## src/rtl/ipv4_pkg.sv

```systemverilog
package ipv4_pkg;

    ////////////////////////////////////////
    // IPv4 header words seen by the buffer
    ////////////////////////////////////////

    // Identification word, carried through untouched
    typedef logic [15:0] ipv4_ident_t;

    // Flags and fragment offset share one header word
    // Bit 15 is the reserved bit and must be zero on the wire
    typedef union packed {
        // Whole word as it came off the header
        logic [15:0] raw;

        // Field view, most significant bit first
        struct packed {
            // Evil bit, packets with it set get dropped
            logic        reserved;
            logic        dont_fragment;
            logic        more_fragments;
            // Offset in units of eight bytes
            logic [12:0] fragment_offset;
        } fields;
    } ipv4_flags_u;

endpackage

```

## src/rtl/rx_buffer_pkg.sv

```systemverilog
package rx_buffer_pkg;

    ////////////////////////////////////////
    // Buffer side types
    ////////////////////////////////////////

    // One payload byte
    typedef logic [7:0] rx_byte_t;

    // Slot FSM
    // Idle covers both empty and filling, the slot accepts bytes
    // Draining holds a committed packet until the FIFO runs dry
    typedef enum logic {
        SLOT_IDLE,
        SLOT_DRAINING
    } slot_state_e;

endpackage

```

## src/rtl/slot_if.sv

```systemverilog
interface slot_if;

    // Write side, from the steerer
    rx_buffer_pkg::rx_byte_t write_data;
    logic                    write_enable;
    logic                    good_packet;
    logic                    bad_packet;
    ipv4_pkg::ipv4_flags_u   flags;
    ipv4_pkg::ipv4_ident_t   identification;

    // Slot status back to the steerer
    logic                    ready;
    logic                    full;

    // Read side, towards the drain arbiter
    logic                    pop;
    rx_buffer_pkg::rx_byte_t read_data;
    logic                    read_valid;
    logic                    last;
    logic                    data_ready;
    ipv4_pkg::ipv4_flags_u   current_flags;
    ipv4_pkg::ipv4_ident_t   current_identification;

    modport steer (
        output write_data, write_enable, good_packet, bad_packet, flags, identification,
        input  ready, full
    );

    modport drain (
        output pop,
        input  read_data, read_valid, last, data_ready, current_flags,
        input  current_identification
    );

    modport slot (
        input  write_data, write_enable, good_packet, bad_packet, flags, identification, pop,
        output ready, full, read_data, read_valid, last, data_ready, current_flags,
        output current_identification
    );

endinterface

```

## src/rtl/ipv4_receive_buffer.sv

```systemverilog
module ipv4_receive_buffer #(
    parameter int NUM_SLOTS  = 4,
    parameter int SLOT_DEPTH = 64
) (
    input  logic                    clock,
    input  logic                    reset_n,

    // Byte stream and verdicts from the parser
    input  rx_buffer_pkg::rx_byte_t in_data,
    input  logic                    in_valid,
    output logic                    in_ready,
    input  logic                    in_good,
    input  logic                    in_bad,
    input  ipv4_pkg::ipv4_flags_u   in_flags,
    input  ipv4_pkg::ipv4_ident_t   in_identification,

    // Committed packets, one after another
    output rx_buffer_pkg::rx_byte_t out_data,
    output logic                    out_valid,
    input  logic                    out_ready,
    output logic                    out_last,
    output ipv4_pkg::ipv4_flags_u   out_flags,
    output ipv4_pkg::ipv4_ident_t   out_identification
);

    slot_if slots [NUM_SLOTS] ();

    for (genvar i = 0; i < NUM_SLOTS; i++) begin : g_slot
        receive_slot #(
            .SLOT_DEPTH (SLOT_DEPTH)
        ) i_receive_slot (
            .clock   (clock),
            .reset_n (reset_n),
            .port    (slots[i])
        );
    end

    slot_write_steer #(
        .NUM_SLOTS (NUM_SLOTS)
    ) i_slot_write_steer (
        .clock             (clock),
        .reset_n           (reset_n),
        .in_data           (in_data),
        .in_valid          (in_valid),
        .in_good           (in_good),
        .in_bad            (in_bad),
        .in_flags          (in_flags),
        .in_identification (in_identification),
        .in_ready          (in_ready),
        .slots             (slots)
    );

    slot_drain_arbiter #(
        .NUM_SLOTS (NUM_SLOTS)
    ) i_slot_drain_arbiter (
        .clock              (clock),
        .reset_n            (reset_n),
        .slots              (slots),
        .out_data           (out_data),
        .out_valid          (out_valid),
        .out_last           (out_last),
        .out_flags          (out_flags),
        .out_identification (out_identification),
        .out_ready          (out_ready)
    );

endmodule

```

## src/rtl/receive_slot.sv

```systemverilog
module receive_slot #(
    parameter int  SLOT_DEPTH  = 64,
    localparam int COUNT_WIDTH = $clog2(SLOT_DEPTH) + 1
) (
    input logic clock,
    input logic reset_n,
    slot_if.slot port
);

    rx_buffer_pkg::slot_state_e state;
    rx_buffer_pkg::slot_state_e next_state;

    logic                   slot_ready;
    logic                   fifo_flush;
    logic                   fifo_full;
    logic                   fifo_empty;
    logic [COUNT_WIDTH-1:0] fifo_count;

    synchronous_fifo #(
        .DEPTH (SLOT_DEPTH)
    ) i_synchronous_fifo (
        .clock        (clock),
        .reset_n      (reset_n),
        .flush        (fifo_flush),
        .write_enable (port.write_enable),
        .write_data   (port.write_data),
        .read_enable  (port.pop),
        .read_data    (port.read_data),
        .read_valid   (port.read_valid),
        .full         (fifo_full),
        .empty        (fifo_empty),
        .count        (fifo_count)
    );

    ////////////////////////////////////////
    // Slot FSM
    ////////////////////////////////////////

    always_comb begin
        next_state = state;
        fifo_flush = 1'b0;
        case (state)
            rx_buffer_pkg::SLOT_IDLE: begin
                // An empty good packet has nothing to drain
                if (port.good_packet && !fifo_empty) begin
                    next_state = rx_buffer_pkg::SLOT_DRAINING;
                end
                if (port.bad_packet) begin
                    fifo_flush = 1'b1;
                end
            end
            rx_buffer_pkg::SLOT_DRAINING: begin
                if (fifo_empty) begin
                    next_state = rx_buffer_pkg::SLOT_IDLE;
                end
            end
            default: begin
                next_state = rx_buffer_pkg::SLOT_IDLE;
            end
        endcase
    end

    // Ready follows the state, but stays low for the first cycle out of reset
    always_ff @(posedge clock or negedge reset_n) begin
        if (!reset_n) begin
            state      <= rx_buffer_pkg::SLOT_IDLE;
            slot_ready <= 1'b0;
        end else begin
            state      <= next_state;
            slot_ready <= (next_state == rx_buffer_pkg::SLOT_IDLE);
        end
    end

    // Header words of the packet being committed
    always_ff @(posedge clock) begin
        if (state == rx_buffer_pkg::SLOT_IDLE && port.good_packet) begin
            port.current_flags          <= port.flags;
            port.current_identification <= port.identification;
        end
    end

    assign port.ready      = slot_ready;
    assign port.full       = fifo_full;
    assign port.data_ready = (state == rx_buffer_pkg::SLOT_DRAINING);
    assign port.last       = (fifo_count == COUNT_WIDTH'(1));

    // Steerer moves on once a packet is committed here
    assert property (@(posedge clock) disable iff (!reset_n)
        port.write_enable |-> state == rx_buffer_pkg::SLOT_IDLE);

endmodule

```

## src/rtl/slot_drain_arbiter.sv

```systemverilog
module slot_drain_arbiter #(
    parameter int  NUM_SLOTS   = 4,
    localparam int INDEX_WIDTH = $clog2(NUM_SLOTS),
    localparam int COUNT_WIDTH = $clog2(NUM_SLOTS + 1)
) (
    input  logic                    clock,
    input  logic                    reset_n,
    slot_if.drain                   slots [NUM_SLOTS],
    output rx_buffer_pkg::rx_byte_t out_data,
    output logic                    out_valid,
    output logic                    out_last,
    output ipv4_pkg::ipv4_flags_u   out_flags,
    output ipv4_pkg::ipv4_ident_t   out_identification,
    input  logic                    out_ready
);

    rx_buffer_pkg::rx_byte_t slot_data     [NUM_SLOTS];
    ipv4_pkg::ipv4_flags_u   slot_flags    [NUM_SLOTS];
    ipv4_pkg::ipv4_ident_t   slot_ident    [NUM_SLOTS];
    logic [INDEX_WIDTH-1:0]  order_queue   [NUM_SLOTS];

    logic [NUM_SLOTS-1:0]    slot_committed;
    logic [NUM_SLOTS-1:0]    committed_q;
    logic [NUM_SLOTS-1:0]    commit_rise;
    logic [NUM_SLOTS-1:0]    slot_valid;
    logic [NUM_SLOTS-1:0]    slot_last;
    logic [INDEX_WIDTH-1:0]  push_index;
    logic [INDEX_WIDTH-1:0]  write_pointer;
    logic [INDEX_WIDTH-1:0]  read_pointer;
    logic [INDEX_WIDTH-1:0]  head;
    logic [COUNT_WIDTH-1:0]  queue_count;
    logic                    push;
    logic                    head_valid;
    logic                    pop_enable;
    logic                    retire;

    for (genvar i = 0; i < NUM_SLOTS; i++) begin : g_slot
        assign slot_committed[i] = slots[i].data_ready;
        assign slot_valid[i]     = slots[i].read_valid;
        assign slot_last[i]      = slots[i].last;
        assign slot_data[i]      = slots[i].read_data;
        assign slot_flags[i]     = slots[i].current_flags;
        assign slot_ident[i]     = slots[i].current_identification;
        assign slots[i].pop      = pop_enable && (head == INDEX_WIDTH'(i));
    end

    ////////////////////////////////////////
    // Commit-order queue
    ////////////////////////////////////////

    assign commit_rise = slot_committed & ~committed_q;

    // One verdict per cycle, so at most one slot commits at a time
    always_comb begin
        push       = 1'b0;
        push_index = '0;
        for (int i = 0; i < NUM_SLOTS; i++) begin
            if (commit_rise[i]) begin
                push       = 1'b1;
                push_index = INDEX_WIDTH'(i);
            end
        end
    end

    always_ff @(posedge clock) begin
        if (push) begin
            order_queue[write_pointer] <= push_index;
        end
    end

    always_ff @(posedge clock or negedge reset_n) begin
        if (!reset_n) begin
            committed_q   <= '0;
            write_pointer <= '0;
            read_pointer  <= '0;
            queue_count   <= '0;
        end else begin
            committed_q <= slot_committed;
            if (push) begin
                write_pointer <= (write_pointer == INDEX_WIDTH'(NUM_SLOTS - 1)) ?
                                 '0 : write_pointer + 1'b1;
            end
            if (retire) begin
                read_pointer <= (read_pointer == INDEX_WIDTH'(NUM_SLOTS - 1)) ?
                                '0 : read_pointer + 1'b1;
            end
            queue_count <= queue_count + COUNT_WIDTH'(push) - COUNT_WIDTH'(retire);
        end
    end

    ////////////////////////////////////////
    // Output stream from the head slot
    ////////////////////////////////////////

    assign head       = order_queue[read_pointer];
    assign head_valid = (queue_count != '0);

    assign out_valid          = head_valid && slot_valid[head];
    assign out_last           = head_valid && slot_last[head];
    assign out_data           = slot_data[head];
    assign out_flags          = slot_flags[head];
    assign out_identification = slot_ident[head];

    assign pop_enable = out_valid && out_ready;
    // Head slot is done once its final byte has gone
    assign retire     = pop_enable && out_last;

    assert property (@(posedge clock) disable iff (!reset_n) $onehot0(commit_rise));

    assert property (@(posedge clock) disable iff (!reset_n)
        out_valid && !out_ready |=> out_valid && $stable(out_data) && $stable(out_last) &&
            $stable(out_flags) && $stable(out_identification));

endmodule

```

## src/rtl/slot_write_steer.sv

```systemverilog
module slot_write_steer #(
    parameter int  NUM_SLOTS   = 4,
    localparam int INDEX_WIDTH = $clog2(NUM_SLOTS)
) (
    input  logic                    clock,
    input  logic                    reset_n,
    input  rx_buffer_pkg::rx_byte_t in_data,
    input  logic                    in_valid,
    input  logic                    in_good,
    input  logic                    in_bad,
    input  ipv4_pkg::ipv4_flags_u   in_flags,
    input  ipv4_pkg::ipv4_ident_t   in_identification,
    output logic                    in_ready,
    slot_if.steer                   slots [NUM_SLOTS]
);

    logic [INDEX_WIDTH-1:0] current_slot;
    logic [INDEX_WIDTH-1:0] next_slot;
    logic [INDEX_WIDTH-1:0] candidate;
    logic [NUM_SLOTS-1:0]   slot_ready;
    logic [NUM_SLOTS-1:0]   slot_full;
    logic [NUM_SLOTS-1:0]   slot_select;
    logic                   commit_good;
    logic                   commit_bad;
    logic                   found;
    logic                   advance;

    // Reserved bit set means drop, whatever the parser said
    assign commit_good = in_good && !in_flags.fields.reserved;
    assign commit_bad  = in_bad || (in_good && in_flags.fields.reserved);

    assign in_ready = slot_ready[current_slot] && !slot_full[current_slot];

    ////////////////////////////////////////
    // Round-robin search for an idle slot
    ////////////////////////////////////////

    // Current slot is tried last, and skipped when it is committing now
    always_comb begin
        next_slot = current_slot;
        candidate = current_slot;
        found     = 1'b0;
        for (int k = 1; k <= NUM_SLOTS; k++) begin
            candidate = INDEX_WIDTH'((int'(current_slot) + k) % NUM_SLOTS);
            if (!found && slot_ready[candidate] &&
                    !(candidate == current_slot && commit_good)) begin
                next_slot = candidate;
                found     = 1'b1;
            end
        end
    end

    // Re-search after every verdict and while parked on a busy slot
    assign advance = in_good || in_bad || !slot_ready[current_slot];

    always_ff @(posedge clock or negedge reset_n) begin
        if (!reset_n) begin
            current_slot <= '0;
        end else if (advance) begin
            current_slot <= next_slot;
        end
    end

    for (genvar i = 0; i < NUM_SLOTS; i++) begin : g_slot
        assign slot_select[i] = (current_slot == INDEX_WIDTH'(i));
        assign slot_ready[i]  = slots[i].ready;
        assign slot_full[i]   = slots[i].full;

        assign slots[i].write_data     = in_data;
        assign slots[i].write_enable   = in_valid && in_ready && slot_select[i];
        assign slots[i].good_packet    = commit_good && slot_select[i];
        assign slots[i].bad_packet     = commit_bad && slot_select[i];
        assign slots[i].flags          = in_flags;
        assign slots[i].identification = in_identification;
    end

    assert property (@(posedge clock) disable iff (!reset_n) !(in_good && in_bad));

endmodule

```

## src/rtl/synchronous_fifo.sv

```systemverilog
module synchronous_fifo #(
    parameter int  DEPTH       = 64,
    localparam int ADDR_WIDTH  = $clog2(DEPTH),
    localparam int COUNT_WIDTH = $clog2(DEPTH) + 1
) (
    input  logic                    clock,
    input  logic                    reset_n,
    input  logic                    flush,
    input  logic                    write_enable,
    input  rx_buffer_pkg::rx_byte_t write_data,
    input  logic                    read_enable,
    output rx_buffer_pkg::rx_byte_t read_data,
    output logic                    read_valid,
    output logic                    full,
    output logic                    empty,
    output logic [COUNT_WIDTH-1:0]  count
);

    rx_buffer_pkg::rx_byte_t memory [DEPTH];

    logic [ADDR_WIDTH-1:0] write_pointer;
    logic [ADDR_WIDTH-1:0] read_pointer;
    logic                  do_write;
    logic                  do_read;

    assign do_write = write_enable && !full;
    assign do_read  = read_enable && !empty;

    assign full  = (count == COUNT_WIDTH'(DEPTH));
    assign empty = (count == '0);

    // Head of the queue is always on the output
    assign read_data  = memory[read_pointer];
    assign read_valid = !empty;

    ////////////////////////////////////////
    // Storage
    ////////////////////////////////////////

    always_ff @(posedge clock) begin
        if (do_write) begin
            memory[write_pointer] <= write_data;
        end
    end

    ////////////////////////////////////////
    // Pointers and occupancy
    ////////////////////////////////////////

    // Depth is a power of two so the pointers wrap by themselves
    always_ff @(posedge clock or negedge reset_n) begin
        if (!reset_n) begin
            write_pointer <= '0;
            read_pointer  <= '0;
            count         <= '0;
        end else if (flush) begin
            // Drop everything, contents are left stale
            write_pointer <= '0;
            read_pointer  <= '0;
            count         <= '0;
        end else begin
            if (do_write) begin
                write_pointer <= write_pointer + 1'b1;
            end
            if (do_read) begin
                read_pointer <= read_pointer + 1'b1;
            end
            case ({do_write, do_read})
                2'b10:   count <= count + 1'b1;
                2'b01:   count <= count - 1'b1;
                default: count <= count;
            endcase
        end
    end

    // Upstream must honour full through in_ready
    assert property (@(posedge clock) disable iff (!reset_n) write_enable |-> !full);

    // Arbiter pops only on a valid head byte
    assert property (@(posedge clock) disable iff (!reset_n) read_enable |-> !empty);

endmodule

```

## config.mk

```make
export PLATFORM = sky130hd
export DESIGN_NAME = ipv4_receive_buffer
export DESIGN_NICKNAME = d
export VERILOG_FILES = /design/src/rtl/ipv4_pkg.sv /design/src/rtl/rx_buffer_pkg.sv /design/src/rtl/slot_if.sv /design/src/rtl/ipv4_receive_buffer.sv /design/src/rtl/receive_slot.sv /design/src/rtl/slot_drain_arbiter.sv /design/src/rtl/slot_write_steer.sv /design/src/rtl/synchronous_fifo.sv
export SDC_FILE = /design/constraint.sdc
export NUM_CORES = 2
export LEC_CHECK = 0
export ABC_AREA = 1
export BUFFER_PORTS_ARGS = -buffer_cell sky130_fd_sc_hd__buf_2
export CORE_MARGIN = 10
export CORE_UTILIZATION = 50
export DETAILED_ROUTE_END_ITERATION = 10
export HOLD_SLACK_MARGIN = 0.02
export PLACE_DENSITY = 0.64
export REMOVE_ABC_BUFFERS = 1
export SYNTH_ARGS = -nofsm -noshare
export SYNTH_HDL_FRONTEND = slang
export SYNTH_SLANG_ARGS = --single-unit
```

## constraint.sdc

```tcl
create_clock -name clock -period 5.4 [get_ports clock]
set_input_delay 1.08 -clock clock [delete_from_list [all_inputs] [get_ports clock]]
set_output_delay 1.08 -clock clock [all_outputs]
set_load 0.005 [all_outputs]
```

# Word-level counts from Yosys, hierarchy flattened
# Memories as Yosys holds them, arrays and structs flattened.
# Cells that the tools add are included.
[word_totals] n_memories=5 ramBits=2056 regBits=225 out_inout_bits=43
[mem_list] memory="g_slot[0].i_receive_slot.i_synchronous_fifo.memory" words=64 word_bits=8 rd=1 rd_ports_with_merged_regs=0 wr=1 line="synchronous_fifo.sv:19" text="rx_buffer_pkg::rx_byte_t memory [DEPTH];"
[mem_list] memory="g_slot[1].i_receive_slot.i_synchronous_fifo.memory" words=64 word_bits=8 rd=1 rd_ports_with_merged_regs=0 wr=1 line="synchronous_fifo.sv:19"
[mem_list] memory="g_slot[2].i_receive_slot.i_synchronous_fifo.memory" words=64 word_bits=8 rd=1 rd_ports_with_merged_regs=0 wr=1 line="synchronous_fifo.sv:19"
[mem_list] memory="g_slot[3].i_receive_slot.i_synchronous_fifo.memory" words=64 word_bits=8 rd=1 rd_ports_with_merged_regs=0 wr=1 line="synchronous_fifo.sv:19"
[mem_list] memory="i_slot_drain_arbiter.order_queue" words=4 word_bits=2 rd=1 rd_ports_with_merged_regs=0 wr=1 line="slot_drain_arbiter.sv:20" text="logic [INDEX_WIDTH-1:0] order_queue [NUM_SLOTS];"
[classes] n_eq_ne=28 muxes=95 n_addsub=24 n_lt_le_gt_ge=7 n_bitwise=11 reduce_logical=93
[ops] cell="6-bit 2-to-1 mux" count=16
[ops] cell="16-bit binary-select mux with 2-bit select" count=2
[ops] cell="16-bit 2-to-1 mux" count=4
[ops] cell="7-bit case mux with 2 select lines" count=4
[ops] cell="1-bit logical AND" count=51
[ops] cell="6-bit by 1-bit adder with 6-bit output, second input constant" count=8
[ops] cell="1-bit 2-to-1 mux" count=42
[ops] cell="7-bit by 1-bit adder with 7-bit output, second input constant" count=4
[ops] cell="7-bit by 1-bit equality test with 1-bit output, second input constant" count=4
[ops] cell="7-bit equality test, second input constant" count=4
[ops] cell="7-bit zero test" count=4
[ops] cell="7-bit 2-to-1 mux" count=4
[ops] cell="7-bit by 1-bit subtractor with 7-bit output, second input constant" count=4
[ops] cell="2-bit equality test, second input constant" count=10
[ops] cell="1-bit zero test" count=18
[ops] cell="2-bit by 3-bit < comparator with 1-bit output, second input constant" count=6
[ops] cell="1-bit binary-select mux with 2-bit select" count=8
[ops] cell="8-bit binary-select mux with 2-bit select" count=1
[ops] cell="2-bit 2-to-1 mux" count=8
[ops] cell="8-bit 2-to-1 mux" count=2
[ops] cell="2-bit nonzero test" count=8
[ops] cell="3-bit nonzero test" count=5
[ops] cell="2-bit by 1-bit equality test with 1-bit output, second input constant" count=6
[ops] cell="2-bit by 1-bit adder with 2-bit output, second input constant" count=4
[ops] cell="14 further kinds" count=31

# Logic depth before layout (Yosys ltp)
[depth] ltp_word=19 mapped_depth=19 ltp_nobuf=18

# Modules after synthesis
# Synthesis repeated with hierarchy kept, for this count alone.
[unflattened] cells_unflattened=8651 hier_area_um2=96451.3
[by_module_without_submodules] module="synchronous_fifo (g_slot[2].i_receive_slot.i_synchronous_fifo ...)" cells_each=1977 n_inst=2 seq_area_each_um2=15850.2 area_per_inst_um2=22096.2
[by_module_without_submodules] module="synchronous_fifo (g_slot[0].i_receive_slot.i_synchronous_fifo ...)" cells_each=1974 n_inst=2 seq_area_each_um2=15850.2 area_per_inst_um2=22086.2
[by_module_without_submodules] module="receive_slot" cells_each=48 n_inst=4 seq_area_each_um2=1011.0 area_per_inst_um2=1067.3
[by_module_without_submodules] module="slot_drain_arbiter" cells_each=312 n_inst=1 seq_area_each_um2=515.5 area_per_inst_um2=2082.0
[by_module_without_submodules] module="slot_write_steer" cells_each=245 n_inst=1 seq_area_each_um2=50.0 area_per_inst_um2=1735.4

# Worst setup path before layout
# No wires, ideal clock.
[synth_timing] path_type="input to register" startpoint="input port in_good" endpoint="register g_slot[3].i_receive_slot.port.current_flags[0] (enable)" n_path_buf=0 setup_time_ns=0.461 slack_ns=1.478 required_time_ns=4.939 arrival_time_ns=3.460 path_stages=4 cell_sequence="inv_1 nor2_1 inv_1 nor3_1"
[synth_between] elab_chain_len=3
[synth_lines] item="from (decl)" line="ipv4_receive_buffer.sv:12" text="input logic in_good,"
[synth_lines] item="1-bit logical AND" line="slot_write_steer.sv:29" text="assign commit_good = in_good && !in_flags.fields.reserved;"
[synth_lines] item="1-bit logical AND" line="slot_write_steer.sv:71" text="assign slots[i].good_packet = commit_good && slot_select[i];"
[synth_lines] item="1-bit logical AND" line="receive_slot.sv:76" text="if (state == rx_buffer_pkg::SLOT_IDLE && port.good_packet) begin"
[synth_lines] item="to (signal assigned)" line="receive_slot.sv:77" text="port.current_flags <= port.flags;"
[synth_lines] item="to (decl)" line="slot_if.sv:37" text="output ready, full, read_data, read_valid, last, data_ready, current_flags,"
# Every way passes these cells.
# A chain may end at the register's enable or synchronous reset.

# Final worst setup path
[layout_timing] startpoint="register g_slot[2].i_receive_slot.i_synchronous_fifo.read_pointer[0]" endpoint="output port out_data[3]"
[layout_between] elab_chain_len=4
[layout_lines] item="from (decl)" line="synchronous_fifo.sv:22" text="logic [ADDR_WIDTH-1:0] read_pointer;"
[layout_lines] item="from (signal assigned)" line="synchronous_fifo.sv:66" text="read_pointer <= read_pointer + 1'b1;"
[layout_lines] item="memory 64 x 8 bit"
[layout_lines] item="8-bit binary-select mux with 2-bit select" line="slot_drain_arbiter.sv:100" text="assign out_data = slot_data[head];"
[layout_lines] item="8-bit 2-to-1 mux (implied by the code) (2 in series)" line="slot_drain_arbiter.sv:100"
[layout_lines] item="to (decl)" line="ipv4_receive_buffer.sv:18" text="output rx_buffer_pkg::rx_byte_t out_data,"
# Every way passes these cells. The select of a mux whose other input is x is not followed.

==> results.ini <==
[die]
start_util_pct=50.4
die-area_sq_um=213000
die_height_um=461
dieWidth_um=461
top_level_ports=89
rows=161
core_area_sq_um=193000

[timing]
fin_crit_ns=5.12
maxSlewViolCount=0
rsz0062_at_grt=false
max_clock_freq_mhz=195
tightest_slew_ns=1.36
fin_crit_sh_pct=94.9
setup_viol=0
fin_skew_ns=0.0337
fin_setup_tns_ns=0
finalHoldViolations=0
slew_headroom_pct=8.69

[run]
cap_violations=0

[logic_synthesis]
synthArstFlopShare_pct=4.25
synth_cell_types=43
ys.flop_type=edfxtp_1
synth_edf_count=2184
syn_area_sq_um=97300
ys_ff_latch=2281
synthesis.instances=9042
seq_area_frac_synth_pct=69.9
avgSynthCellArea_sq_um=10.8
synth_warnings=0

[placement]
port_buffers=88
hpwl_um=150000
gp_routability_congestion=0.866
postPlaceCellArea_sq_um=101000

[power]
clockPowerShare_pct=33.0
powerDensity_nw_per_um2=450
intPower_w=0.0324
p_switching_w=0.0163
power_frac_comb_pct=25.4
seq_power_share_pct=41.7
p_sw_share_pct=33.4
p_leak_nw=42.0
power.ir.vdd_worst_mv=0.299

[finish]
area_growth_syn_to_layout_pct=11.2
final_cell_mix=nand2_1 (2854), edfxtp_1 (2184), nand3_1 (1094)
fin_area_sq_um=108000
drive_gt1_share_pct=7.49
layout_commonest_cell=nand2_1
layout.nets=9158

[global_route]
grt_pass1_wl_um=386000
grt_pass1_vias=63400
grt_max_degree=219
gr-total-overflow=0
antenna_found_initial=11
grt_usage_pct=23.5

[cts]
cts_tree=built
cts.htree.levels=4
clk_pin_slew_ns=0.06
cts-hold-fix-buffers=0
max-clock-path-buffers=3
insertion_delay_ns=0.86
clock-sinks=2281
cts_buffers=227
cts-root-buf=clkbuf_16

[worst_setup_path]
worst_path_max_delay_cell=dfrtp_4
r2r_cells=13
start_kind=flip-flop
endpoint_kind=output pin
critical_path.max_fanout=65
required_ns=4.32
timing_worst_setup_path_type=flip-flop to output pin
crit_chain=inv_8 > buf_12 > nand2_1 > nand2_1 > nand2_1 > nand3_1 > nand3_1 > nand2_1 > nand3_1 > nand2_1 > nand2_1 > nand2_1 > clkinv_1 > nand2_1 > buf_2
cp_slowest_stage_delay_ns=0.72
cp_common_cell=nand2_1
cp.arrival_ns=4.04

[drt]
drc=0
firstDrtPassIters=7
drt_iter0_drc=6754
ant_nets=0
vias=65100
wl_per_cell_um=21.5
via_per_inst=5.51
wirelength_um=253000

[hold_path]
worstHoldPathType=input pin to asynchronous set/reset pin

[status]
outcome=finished clean

-- sequential cells by signal, indices dropped and copies added (netlist names) --
| register | count |
|---|---|
| i_slot_drain_arbiter.write_pointer | 2 |
| i_slot_write_steer.current_slot | 2 |
| g_slot.i_receive_slot.i_synchronous_fifo.count | 28 |
| i_slot_drain_arbiter.committed_q | 4 |
| g_slot.i_receive_slot.i_synchronous_fifo.write_pointer | 24 |
| i_slot_drain_arbiter.order_queue | 8 |
| g_slot.i_receive_slot.i_synchronous_fifo.read_pointer | 24 |
| i_slot_drain_arbiter.read_pointer | 2 |
| g_slot.i_receive_slot.port.ready | 4 |
| g_slot.i_receive_slot.port.current_identification | 64 |
| g_slot.i_receive_slot.port.current_flags | 64 |
| i_slot_drain_arbiter.queue_count | 3 |
| g_slot.i_receive_slot.i_synchronous_fifo.memory | 2048 |
| g_slot.i_receive_slot.port.data_ready | 4 |
-- critical path: cells and delay by family (launching register included) --
family                 cells  cell delay (ns)
buffers and inverters      4             0.91
flip-flops                 1             0.72
AND/OR/NAND/NOR           11             1.48
-- area by class of cell --
class / count / area, sq um
flip-flops and latches: 2281 / 68000
inverters: 769 / 2910
well taps: 2526 / 3160
fillers: 16000 / 84800
clock inverters: 151 / 1600
diodes: 4 / 10.0
multi-input cells: 5530 / 24300
clock buffers: 277 / 5970
repair buffers: 267 / 2200
-- synth_stat cells, drive strengths merged (2+ instances only) --
master  number  area (sq um)
buf        296          1520
o22ai        7          43.8
dfrtp       97          2430
a21oi      114           571
xor2        36           315
nand4       39           250
nor2       792          3030
nor3        83           427
a22oi       59           443
xnor2        2          17.5
clkbuf     166           623
inv        761          2860
clkinv       8          30.0
ha          35           438
or2         10          62.6
edfxtp    2184         65600
o21ai      252          1260
o211ai      76           571
nand3     1101          5560
and3        46           288
nand2     2871         10900
-- power groups by stage --
stage	logic, W	clock network [W]	registers (W)
4_1_cts	0.0124	0.0162	0.0203
3_5_place_dp	0.0123	0	0.0206
6_report	0.0124	0.0160	0.0203
2_1_floorplan	0.00709	0	0.0212
5_1_grt	0.0136	0.0170	0.0203
3_3_place_gp	0.0122	0	0.0206
-- metal layers --
layer  vias to the layer above  part of all wire [%]  global-route usage [%]
met5                         -                 0.016                       0
met4                         8                   4.2                    9.68
met3                       529                   7.7                    4.00
met2                      2624                    47                    37.4
met1                     31400                    42                    32.0
li1                      30500                     -                       -
-- final timing paths --
kind                                                                     from                                                  endpoint  slack, ns
setup / recovery                                                    flip-flop                                               out_data[3]       0.28
hold / removal                                                        reset_n                                asynchronous set/reset pin       0.39
setup reg to reg                                                    flip-flop                                                 flip-flop       1.43
hold reg to reg            g_slot[3].i_receive_slot.port.data_ready$_DFF_PN0_             i_slot_drain_arbiter.committed_q[3]$_DFF_PN0_       0.48
max in group asynchronous                                             reset_n                                asynchronous set/reset pin       3.80
min in group clock                                                in_flags[3]  g_slot[3].i_receive_slot.port.current_flags[3]$_DFFE_PP_       0.41
-- metrics by stage --
step                total power, W  std cells  util (%)  hold WS [ns]  setup WS (ns)
CTS                         0.0489      11800      56.1         0.354          0.129
floorplan                   0.0283       8580         -         0.396          -5.07
detailed placement          0.0329      11400      52.1         0.459           1.10
global route                0.0509      11800      56.1         0.387        0.00847
finish                      0.0487      11800      56.1         0.392          0.277
global placement            0.0328      11400      52.1         0.448           1.08
-- repair_timing --
item,in CTS,in global routing
gates resized for setup,0,1
setup endpoints to repair,0,6
setup buffers,0,0
-- cells by family after synthesis --
logic type | after synthesis | share of synthesized area (%)
xor+xnor | 38 | 0.342
simple gates | 4944 | 21.1
flops | 2281 | 69.9
compound gates | 512 | 3.01
buf+inv | 1231 | 5.17
fa+ha+maj | 36 | 0.471
(Power assumes the default switching activity.)
